[src/include/z80_bridge_defs.svh]
`ifndef Z80_BRIDGE_DEFS_SVH
`define Z80_BRIDGE_DEFS_SVH

// ********************
// Address map
// ********************

`define MEMORY_RANGE  3'b010          // addr[21:19] of the 512 KB socket window
`define MEM_SIZE_BITS 15              // 32 KB of populated GPU RAM
`define BANK_ID_ADDR  18'h17FFF       // addr[21:4] of the 16 byte bank-ID block

// ********************
// Keyboard I/O ports
// ********************

`define IO_DATA       8'd240          // Character read
`define IO_STAT       8'd241          // Status read
`define IO_CTRL       8'd242          // Control write, bit 0 enables interrupts

`define INT_VEC       8'h30           // Vector returned on acknowledge
`define TURN_DLY      4               // GPU_CLK cycles for the 245 to settle

`endif

[src/hdl/gpu_mem_pkg.sv]
package gpu_mem_pkg;

   // ********************
   // GPU memory side
   // ********************

   typedef logic [18:0] gpu_addr_t;   // Byte address inside the 512 KB window
   typedef logic [7:0]  gpu_data_t;   // GPU RAM is byte wide

   // Where a window read gets its byte from
   typedef enum logic [1:0] {
      SRC_RAM     = 2'd0,             // Real RAM through Wishbone
      SRC_BANK_ID = 2'd1,             // Bank identification block
      SRC_FILL    = 2'd2              // Unpopulated space reads FF
   } rd_src_e;

endpackage

[src/hdl/bridge_ifs.sv]
// ********************
// Wishbone classic to GPU RAM
// ********************
interface gpu_wb_if;
   import gpu_mem_pkg::*;

   logic      cyc;                    // Bus cycle in progress
   logic      stb;                    // Transfer strobe
   logic      we;                     // High for write
   gpu_addr_t adr;
   gpu_data_t dat_w;
   gpu_data_t dat_r;
   logic      ack;                    // One per strobe

   modport master (output cyc, stb, we, adr, dat_w, input dat_r, ack);
   modport slave  (input cyc, stb, we, adr, dat_w, output dat_r, ack);
endinterface

// Controller to memory port, one request in flight
interface mem_req_if;
   import gpu_mem_pkg::*;

   logic      req;                    // Single cycle request pulse
   logic      we;
   gpu_addr_t addr;
   gpu_data_t wdata;
   logic      done;                   // Single cycle completion pulse
   gpu_data_t rdata;                  // Valid with done on reads

   modport ctrl (output req, we, addr, wdata, input done, rdata);
   modport port (input req, we, addr, wdata, output done, rdata);
endinterface


[src/hdl/gpu_mem_port.sv]
`include "z80_bridge_defs.svh"

module gpu_mem_port (
   input  logic     GPU_CLK,
   input  logic     arst_n,
   mem_req_if.port  req,
   gpu_wb_if.master wb
);
   import gpu_mem_pkg::*;

   rd_src_e   src;                    // Classification of the current request
   logic      cyc_q;                  // Wishbone transfer open
   logic      done_q;
   gpu_data_t rdata_q;
   gpu_data_t bank_id [16];           // Bank identification bytes

   // "GPU EP4CE6" tagged with board id and terminator
   assign bank_id = '{8'h09, 8'h03, 8'h47, 8'h50, 8'h55, 8'h20, 8'h45, 8'h50,
                      8'h34, 8'h43, 8'h45, 8'h36, 8'h00, 8'hFF, 8'hFF, 8'hFF};

   // ********************
   // Range checks
   // ********************
   always_comb begin
      if ((req.addr >> `MEM_SIZE_BITS) == '0)
         src = SRC_RAM;
      else if ({`MEMORY_RANGE, req.addr[18:4]} == `BANK_ID_ADDR)
         src = SRC_BANK_ID;
      else
         src = SRC_FILL;
   end

   assign wb.cyc     = cyc_q;
   assign wb.stb     = cyc_q;         // Classic cycle, one strobe per transfer
   assign req.done   = done_q;
   assign req.rdata  = rdata_q;

   // ********************
   // Wishbone master
   // ********************
   always_ff @(posedge GPU_CLK or negedge arst_n) begin
      if (!arst_n) begin
         cyc_q  <= 1'b0;
         done_q <= 1'b0;
      end else begin
         done_q <= 1'b0;
         if (cyc_q) begin
            if (wb.ack) begin
               cyc_q  <= 1'b0;        // Drop in the cycle after ack
               done_q <= 1'b1;
            end
         end else if (req.req) begin
            if (src == SRC_RAM)
               cyc_q  <= 1'b1;
            else
               done_q <= 1'b1;        // Answer locally, writes vanish
         end
      end
   end

   always_ff @(posedge GPU_CLK) begin
      if (req.req && !cyc_q) begin
         wb.adr   <= req.addr;        // Held until ack
         wb.we    <= req.we;
         wb.dat_w <= req.wdata;
         rdata_q  <= (src == SRC_BANK_ID) ? bank_id[req.addr[3:0]] : 8'hFF;
      end else if (cyc_q && wb.ack) begin
         rdata_q  <= wb.dat_r;
      end
   end

endmodule

[src/flat_wrapper.sv]
// flat-port wrapper written by rule: the top's interface ports become plain ports
module gpu_mem_port_flat import gpu_mem_pkg::*;
  (GPU_CLK, arst_n, req_req, req_we, req_addr, req_wdata, req_done, req_rdata, wb_cyc, wb_stb, wb_we, wb_adr, wb_dat_w, wb_dat_r, wb_ack);
  mem_req_if req_i ();
  gpu_wb_if wb_i ();
  input  logic GPU_CLK;
  input  logic arst_n;
  input wire logic [$bits(req_i.req)-1:0] req_req;
  input wire logic [$bits(req_i.we)-1:0] req_we;
  input wire logic [$bits(req_i.addr)-1:0] req_addr;
  input wire logic [$bits(req_i.wdata)-1:0] req_wdata;
  output wire logic [$bits(req_i.done)-1:0] req_done;
  output wire logic [$bits(req_i.rdata)-1:0] req_rdata;
  output wire logic [$bits(wb_i.cyc)-1:0] wb_cyc;
  output wire logic [$bits(wb_i.stb)-1:0] wb_stb;
  output wire logic [$bits(wb_i.we)-1:0] wb_we;
  output wire logic [$bits(wb_i.adr)-1:0] wb_adr;
  output wire logic [$bits(wb_i.dat_w)-1:0] wb_dat_w;
  input wire logic [$bits(wb_i.dat_r)-1:0] wb_dat_r;
  input wire logic [$bits(wb_i.ack)-1:0] wb_ack;
  assign req_i.req = req_req;
  assign req_i.we = req_we;
  assign req_i.addr = req_addr;
  assign req_i.wdata = req_wdata;
  assign req_done = req_i.done;
  assign req_rdata = req_i.rdata;
  assign wb_cyc = wb_i.cyc;
  assign wb_stb = wb_i.stb;
  assign wb_we = wb_i.we;
  assign wb_adr = wb_i.adr;
  assign wb_dat_w = wb_i.dat_w;
  assign wb_i.dat_r = wb_dat_r;
  assign wb_i.ack = wb_ack;
  gpu_mem_port u_core (.GPU_CLK(GPU_CLK), .arst_n(arst_n), .req(req_i), .wb(wb_i));
endmodule
[config.mk]
export PLATFORM = sky130hd
export DESIGN_NAME = gpu_mem_port_flat
export DESIGN_NICKNAME = d
export VERILOG_FILES = /design/src/hdl/gpu_mem_pkg.sv /design/src/hdl/bridge_ifs.sv /design/src/hdl/gpu_mem_port.sv /design/src/flat_wrapper.sv
export VERILOG_INCLUDE_DIRS = /design/src /design/src/include
export SDC_FILE = /design/constraint.sdc
export NUM_CORES = 1
export LEC_CHECK = 0
export ABC_AREA = 1
export BUFFER_PORTS_ARGS = -buffer_cell sky130_fd_sc_hd__buf_2
export CELL_PAD_IN_SITES_DETAIL_PLACEMENT = 0
export CELL_PAD_IN_SITES_GLOBAL_PLACEMENT = 1
export CORE_UTILIZATION = 36
export DETAILED_ROUTE_END_ITERATION = 8
export PLACE_DENSITY = 0.86
export SETUP_SLACK_MARGIN = 0.15
export SYNTH_ARGS = -nofsm -noshare
export SYNTH_HDL_FRONTEND = slang
export SYNTH_SLANG_ARGS = --single-unit
[constraint.sdc]
create_clock -name GPU_CLK -period 2.1 [get_ports GPU_CLK]
set_input_delay 0.42 -clock GPU_CLK [delete_from_list [all_inputs] [get_ports GPU_CLK]]
set_output_delay 0.42 -clock GPU_CLK [all_outputs]
set_load 0.01 [all_outputs]
After elaboration in Yosys (flattened, before gate mapping)
Memories as Yosys holds them, arrays and structs flattened.
Index checks and enable logic that the tools add are counted.

operators by class
  magnitude comparators = 1
  bitwise logic cells = 1
  eq/ne operators = 2
  reductions and logical operators = 6
  multiplexer cells = 15

operators by type and width
  kind                  count
  $mux 8                5
  $logic_not 19->1      1
  $eq 15x15->1 const B  1
  $mux 1                8
  $ge 5x5->1 const B    1
  $not 4->5             1
  $mux 2                2
  $eq 2x1->1 const B    1
  $logic_and 1x1->1     2
  $logic_not 2->1       1
  $reduce_bool 2->1     1
  $logic_not 1->1       1

word-level totals
  output and inout port bits = 39
  input port bits = 40
  ROM bits = 128
  register bits = 38
  memories = 1
  logic and storage cells = 32

memories
  name              depth  width  read ports  clocked after Yosys merged registers in  wr ports  line                text
  (name not given)  16     8      1           0                                        0         gpu_mem_port.sv:66  rdata_q <= (src == SRC_BANK_ID) ? bank_id[req.addr[3:0]] : 8'hFF;

Logic depth before layout (Yosys ltp)
Gate-level depths: netlist of the first run.

  depth in word-level cells = 7
  mapped depth = 10
  mapped depth without buffers = 10

Worst setup path before layout of the first run
Ideal clock, no wire load.

  path type = register to register
  start point = reg u_core.cyc_q, in the netlist u_core.wb.cyc
  end point = reg u_core.rdata_q[3], in the netlist u_core.req.rdata[3], data pin
  slack = 0.633 ns
  library setup time = 0.255 ns
  data arrival time = 1.212 ns
  clock period less this slack = 1.467 ns
  path buffers = 1
  cell stages (with the launch flop) = 5
  required time = 1.845 ns
  cell sequence = dfrtp_1 nor2_2 buf_4 mux2i_1 nand2_1

between the ends
  longest elaborated chain between the ends = 3

ends and longest elaborated chain
  element                 line                text
  from (decl)             gpu_mem_port.sv:12  logic cyc_q;
  from (signal assigned)  gpu_mem_port.sv:43  cyc_q <= 1'b0;
  from (signal assigned)  gpu_mem_port.sv:49  cyc_q <= 1'b0;
  from (signal assigned)  gpu_mem_port.sv:54  cyc_q <= 1'b1;
  $logic_not 1->1         gpu_mem_port.sv:62  if (req.req && !cyc_q) begin
  $logic_and 1x1->1       gpu_mem_port.sv:62
  $mux 8                  gpu_mem_port.sv:62
  to (signal assigned)    gpu_mem_port.sv:66
  to (signal assigned)    gpu_mem_port.sv:68  rdata_q <= wb.dat_r;
  to (decl)               gpu_mem_port.sv:14  gpu_data_t rdata_q;

No other way between the ends.
A chain may end at the register's enable or synchronous reset.

Final worst setup path of the first run
  start point = in req_addr[0]
  end point = reg u_core.rdata_q[4], in the netlist u_core.req.rdata[4], data pin

between the ends
  longest elaborated chain between the ends = 6

ends and longest elaborated chain
  element                                     line                text
  from (decl)                                 flat_wrapper.sv:10  input wire logic [$bits(req_i.addr)-1:0] req_addr;
  $not 4->5 (not written as such)             gpu_mem_port.sv:66
  $mem_v2 16x8                                n/a
  $mux 8 (not written as such) (2 in series)  gpu_mem_port.sv:66
  $mux 8                                      gpu_mem_port.sv:66
  $mux 8                                      gpu_mem_port.sv:62

No other way between the ends. The select of a mux whose other input is x is not followed.

==> results of run 1 <==
-- per-layer routing --
metal  wire [um]  share of wire [%]  global-route usage, %  vias up
met5           0                  0                      0        -
met4          76                2.4                  8.444        0
met3         285                8.9                  5.772        7
met2        1504                 47                  23.18       58
met1        1348                 42                  14.31      562
li1            -                  -                      -      671
-- through the flow --
step                hold slack, ps  utilization [%]  setup WS, ps  std cells
finish                       301.6            51.36         701.0        293
global route                 279.1            51.36         607.1        293
CTS                          288.7            51.36         705.5        293
detailed placement           206.6            48.02         391.5        284
global placement             205.6            48.02         428.5        284
floorplan                    124.4                -         633.4        155
-- area by class of cell --
cell class                      instances  area (sq um)  area share (%)
Sequential cell                        38          1131           49.89
Multi-Input combinational cell        100         465.4           20.53
Timing Repair Buffer                   81         415.4           18.32
Clock buffer                            5         68.82           3.035
Clock inverter                          3         68.82           3.035
Tap cell                               52         65.06           2.870
Inverter                               14         52.55           2.318
-- flip-flops by register name, indices dropped and copies added (netlist names) --
| name | cells |
|---|---|
| u_core.req.done | 1 |
| u_core.wb.adr | 19 |
| u_core.req.rdata | 8 |
| u_core.wb.we | 1 |
| u_core.wb.cyc | 1 |
| u_core.wb.dat_w | 8 |
-- repair_timing --
item,CTS,global route
hold endpoints to repair,2,0
setup endpoints to repair,0,0
hold buffers,1,0
-- power by group through the flow --
stage / registers, W / logic (W) / clock network [W]
6_report: 0.00109 / 0.000538 / 0.000727
5_1_grt: 0.00111 / 0.000594 / 0.000780
4_1_cts: 0.00109 / 0.000547 / 0.000749
3_5_place_dp: 0.00111 / 0.000545 / 0
3_3_place_gp: 0.00111 / 0.000537 / 0
2_1_floorplan: 0.00120 / 0.000213 / 0
-- worst paths after layout --
path,start,end,slack [ps]
worst max register to register,u_core.wb.cyc$_DFF_PN0_,u_core.req.rdata[1]$_DFFE_PP_,770
max in group asynchronous,arst_n,u_core.wb.cyc$_DFF_PN0_,1560
worst min register to register,u_core.wb.cyc$_DFF_PN0_,u_core.wb.cyc$_DFF_PN0_,610
worst min-delay path,req_wdata[7],u_core.wb.dat_w[7]$_DFFE_PP_,300
worst max-delay path,req_addr[0],u_core.req.rdata[4]$_DFFE_PP_,700
min in group asynchronous,arst_n,u_core.req.done$_DFF_PN0_,450
-- logic make-up after synthesis --
family,share of synthesized area [%]
buf+inv,4.719
compound gates,1.199
fa+ha+maj,3.745
simple gates,22.02
flops,67.72
mux,0.5993
-- synth_stat cells (2+ instances only) --
master | count | area share, %
nand2_1 | 55 | 12
nor2_2 | 2 | 0.75
nand3_1 | 6 | 1.8
inv_1 | 13 | 2.9
ha_1 | 5 | 3.7
buf_4 | 2 | 0.90
nor2_1 | 24 | 5.4
dfrtp_1 | 2 | 3.0
edfxtp_1 | 36 | 65
-- cell usage in the layout (no fill, tap or decap), types with 2 or more instances in the layout --
cell       netlist  final
nor2_4           1      2
edfxtp_1        36     36
nand2_1         55     55
clkbuf_8         0      5
buf_4            2      2
ha_1             5      5
inv_1           13     13
nand3_1          6      6
bufinv_16        0      2
dfrtp_1          2      2
buf_2            0     78
nor2_1          24     24
-- critical path, delay by kind of cell --
family / cells / cell delay, ps
fa+ha+maj: 1 / 300
buf+inv: 3 / 280
simple gates: 6 / 440
==> impl_metrics.py, run 1 <==
metrics = {
    "outcome": {
        "run_status": "finished clean",
    },
    "power": {
        "power.leakage_nw": 1.068,
        "cellInternalPower_w": 0.001726,
        "power_per_cell_area_mw_per_mm2": 1040,
        "ir_drop_worst_vdd_mv": 0.3360,
        "clockPowerShare_pct": 30.8,
        "combinationalPowerShare_pct": 22.8,
        "net-switching-power_w": 0.0006307,
        "sw_frac_of_total_pct": 26.76,
        "sequentialPowerShare_pct": 46.3,
        "overall_power_of_the_completed_layout_w": 0.002357,
    },
    "timing": {
        "relSlewSlack_pct": 78.35,
        "hold_viol": 0,
        "final.period_utilization_pct": 66.62,
        "fmax_ghz": 0.7148,
        "final_max_slew_viol_count": 0,
        "rsz0062_at_grt": "false",
        "fin_setup_tns_ps": 0,
        "worst_clock_skew_ps": 2.987,
        "finalSetupViolations": 0,
        "worst_pin_slew_ps": 323.9,
        "layout_min_cycle_time_ps": 1399,
    },
    "synth": {
        "synth.avg_cell_area_sq_um": 10.78,
        "synth_warnings": 0,
        "seq_area_frac_synth_pct": 67.72,
        "synthFlopType": "edfxtp_1",
        "synth-seq-cells": 38,
        "area_of_the_mapped_netlist_sq_mm": 0.001670,
        "synth.net_count": 200,
        "postSynthCellCount": 155,
        "netlist-cell-type-count": 19,
        "asyncSetResetFlopFracSynth_pct": 5.263,
        "synth_enable_flop_cells": 36,
    },
    "route": {
        "detailed_route_wl_um": 3215,
        "via_count": 1298,
        "vias_per_cell": 4.430,
        "remaining_antenna_violation_count_after_routing": 0,
        "number_of_search_and_repair_iterations_in_the_first_detailed_routing_pass": 4,
        "drc_errors": 0,
        "drt_first_iter_violations": 40,
        "detail_route.wl_per_cell_um": 10.97,
    },
    "clock_tree": {
        "ctsLongestPathBuffers": 2,
        "h-tree-depth": 2,
        "worst_skew_pair.late_latency_ps": 290,
        "postCtsSetupRepairBufs": 0,
        "clkTransAtPathRegs_ps": 70,
        "numCtsBuffers": 5,
        "post_cts_resized": 0,
        "clk_root_buffer_cell": "clkbuf_8",
        "cts_sinks": 38,
        "cts_tree": "yes",
    },
    "grt": {
        "number_of_global_route_vias_before_repair": 1236,
        "grt_max_degree": 25,
        "track_usage_pct": 13.83,
        "grt_antenna_before_repair": 0,
        "grt_overflow": 0,
        "global_route_wire_length_before_repair_um": 5119,
    },
    "setup_path": {
        "worst_ep_arrival_time_ps": 1450,
        "critical_path.cell_chain": "buf_2, inv_1, ha_1, inv_1, nor2_1, nor2_2, nor2_1, nand2_1, nand2_1, nand2_1",
        "setup.worst_path.start_class": "primary input",
        "critPathMaxFanout": 6,
        "most_common_cell_type_on_the_critical_path": "nand2_1",
        "path_class": "in2reg",
        "timing.reg2reg.worst_path_depth": 5,
        "critical_path.endpoint_type": "flop",
        "cpMaxStageDelayCell": "ha_1",
        "critPathMaxStageDelay_ps": 300,
        "crit_required_ps": 2150,
    },
    "placement": {
        "gp_congestion": 0.7679,
        "buffer_ports.inserted": 78,
        "postPlaceCellArea_sq_mm": 0.002120,
        "dp_hpwl_um": 2520,
    },
    "floorplan": {
        "die_width_um": 70.12,
        "num_io_pins": 79,
        "placement_rows": 24,
        "fp.coreArea_sq_mm": 0.004414,
        "dieHeight_um": 70.12,
        "initial_core_util_pct": 37.84,
        "floorplan.die_area_sq_mm": 0.004916,
    },
    "layout": {
        "final_design_area_no_fill_sq_mm": 0.002267,
        "area_delta_synth_final_pct": 35.73,
        "antennaDiodeCount": 0,
        "final.fill_count": 419,
        "design.final.nets": 285,
        "share_of_post_route_cells_with_drive_strength_above_1_pct": 38.59,
    },
    "worst_hold_path": {
        "hold_path.class": "in2reg",
        "timing.hold.worst_path_depth": 1,
    },
    "run": {
        "max-cap-violations": 0,
    },
}
(Power assumes the default switching activity.)
==> run 2: changes to the inputs <==
Settings changed: CORE_UTILIZATION 36 to 34, PLACE_DENSITY 0.86 to 0.82.
Clock period 2.1 ns to 1.3 ns, I/O delays scaled along.
==> impl_metrics.py, run 2 (synthesized netlist as in run 1, its figures left out) <==
metrics = {
    "outcome": {
        "run_status": "finished clean",
    },
    "grt": {
        "grt_overflow": 0,
        "track_usage_pct": 13.23,
        "number_of_global_route_vias_before_repair": 1181,
        "global_route_wire_length_before_repair_um": 5244,
        "grt_max_degree": 26,
        "grt_antenna_before_repair": 0,
    },
    "setup_path": {
        "timing.reg2reg.worst_path_depth": 6,
        "r2r-start": "u_core.wb.cyc$_DFF_PN0_",
        "worst_ep_arrival_time_ps": 980,
        "path_class": "reg2out",
        "critical_path.endpoint_type": "output pin",
        "critPathMaxFanout": 3,
        "rrSetupSlack_ps": 90,
        "crit_required_ps": 1040,
        "crit-reg2reg-capture": "u_core.req.rdata[2]$_DFFE_PP_",
        "setup.worst_path.start_class": "flop",
    },
    "route": {
        "detail_route.wl_per_cell_um": 11.14,
        "vias_per_cell": 4.209,
        "detailed_route_wl_um": 3577,
        "via_count": 1351,
        "number_of_search_and_repair_iterations_in_the_first_detailed_routing_pass": 4,
        "drc_errors": 0,
        "remaining_antenna_violation_count_after_routing": 0,
        "drt_first_iter_violations": 59,
    },
    "floorplan": {
        "floorplan.die_area_sq_mm": 0.005197,
        "placement_rows": 25,
        "dieHeight_um": 72.09,
        "initial_core_util_pct": 35.36,
        "fp.coreArea_sq_mm": 0.004723,
        "num_io_pins": 79,
        "die_width_um": 72.09,
    },
    "worst_hold_path": {
        "worstHoldStart": "req_wdata[3]",
        "hold_path.class": "in2reg",
        "worstHoldEndpoint": "u_core.wb.dat_w[3]$_DFFE_PP_",
        "timing.hold.worst_path_depth": 1,
    },
    "clock_tree": {
        "h-tree-depth": 2,
        "clk_root_buffer_cell": "clkbuf_8",
        "cts_sinks": 38,
        "numCtsBuffers": 5,
        "worst_skew_pair.late_latency_ps": 280,
        "clkTransAtPathRegs_ps": 70,
        "cts_tree": "yes",
        "ctsLongestPathBuffers": 2,
    },
    "layout": {
        "design.final.nets": 298,
        "share_of_post_route_cells_with_drive_strength_above_1_pct": 46.06,
        "antennaDiodeCount": 0,
        "layout.cells.most_common": "buf_2",
        "final_design_area_no_fill_sq_mm": 0.002466,
        "mostFrequentLayoutCells": "75 x buf_2, 54 x nand2_1, 36 x edfxtp_1",
        "area_delta_synth_final_pct": 47.64,
        "final_cells": 321,
        "largest_register_ff_count": 19,
        "registers.top_by_ff_count": "u_core.wb.adr",
    },
    "timing": {
        "hold-worst-slack_ps": 158.9,
        "final_max_slew_viol_count": 0,
        "final.period_utilization_pct": 95.43,
        "worst_clock_skew_ps": 5.844,
        "worst_pin_slew_ps": 252.8,
        "fmax_ghz": 0.8060,
        "layout_min_cycle_time_ps": 1241,
        "finalSetupViolations": 0,
        "rsz0062_at_grt": "true",
        "relSlewSlack_pct": 83.15,
        "hold_viol": 0,
        "min_setup_slack_post_route_ps": 59.38,
    },
    "placement": {
        "buffer_ports.inserted": 78,
        "placed_cells_incl_taps": 302,
        "gp_congestion": 0.7205,
        "dp_hpwl_um": 2668,
        "postPlaceCellArea_sq_mm": 0.002212,
        "post-place-ws_ps": -175.4,
    },
    "run": {
        "max-cap-violations": 0,
    },
    "power": {
        "ir_drop_worst_vdd_mv": 0.6229,
        "power_per_cell_area_mw_per_mm2": 1513,
        "power.leakage_nw": 1.133,
    },
}
## run 2: cell types whose count changed in the layout (fill, tap and decap cells not counted), sizes merged
cell    delta
buf       +11
clkbuf     +3
bufinv     -2
clkinv     +1
## run 2: worst max-delay path, cell delays in order, from the launching register on
cell     delay (ps)
dfrtp_2         430
buf_4           140
buf_2           130
## run 2: how the worst max path moves through the flow
stage / cells after the start / start / slack (ps) / endpoint
finish: 2 / u_core.wb.cyc$_DFF_PN0_ / 60 / wb_cyc
global route: 4 / u_core.wb.cyc$_DFF_PN0_ / 3 / u_core.req.rdata[3]$_DFFE_PP_
CTS: 5 / u_core.wb.cyc$_DFF_PN0_ / 70 / u_core.req.rdata[1]$_DFFE_PP_
detailed placement: 10 / req_addr[0] / -180 / u_core.req.rdata[4]$_DFFE_PP_
global placement: 10 / req_addr[0] / -140 / u_core.req.rdata[5]$_DFFE_PP_
floorplan: 4 / u_core.wb.cyc$_DFF_PN0_ / 30 / u_core.req.rdata[3]$_DFFE_PP_
## run 2: power breakdown
| part | switching (W) | total (W) | internal (W) |
|---|---|---|---|
| Clock | 0.000362 | 0.000730 | 0.000368 |
| Combinational | 0.000637 | 0.00123 | 0.000597 |
| Sequential | 0.0000732 | 0.00177 | 0.00169 |
## run 2: routing by layer
| metal | global-route usage (%) | up-vias | wire, um |
|---|---|---|---|
| li1 | - | 695 | - |
| met1 | 15.80 | 590 | 1509 |
| met2 | 22.43 | 62 | 1731 |
| met3 | 3.889 | 4 | 292 |
| met4 | 5.229 | 0 | 44 |
| met5 | 0 | - | 0 |
## run 2: layout make-up
cell class | instances | area [sq um]
clock buffer | 6 | 72.57
clock inverter | 2 | 8.758
fill | 436 | 2257
inverter | 14 | 72.57
multi-input combinational | 100 | 508.0
sequential | 38 | 1132
tap | 67 | 83.83
timing repair buffer | 94 | 588.1
## run 2: stage by stage
step | TNS, ps | total power [W] | utilization (%)
2_1_floorplan | 0 | 0.002335 | -
3_3_place_gp | -603.5 | 0.002725 | 46.83
3_5_place_dp | -666.0 | 0.002739 | 46.83
4_1_cts | 0 | 0.003552 | 49.48
5_1_grt | 0 | 0.003946 | 52.21
6_report | 0 | 0.003730 | 52.21
## run 2: timing repair
| action | in CTS | in global routing |
|---|---|---|
| gates resized for setup | 3 | 14 |
| pin swaps | 1 | 5 |
| setup buffers | 3 | 5 |
| hold endpoints to repair | 2 | 0 |
| setup endpoints to repair | 37 | 47 |
| hold buffers | 1 | 0 |
| gates cloned | 0 | 2 |
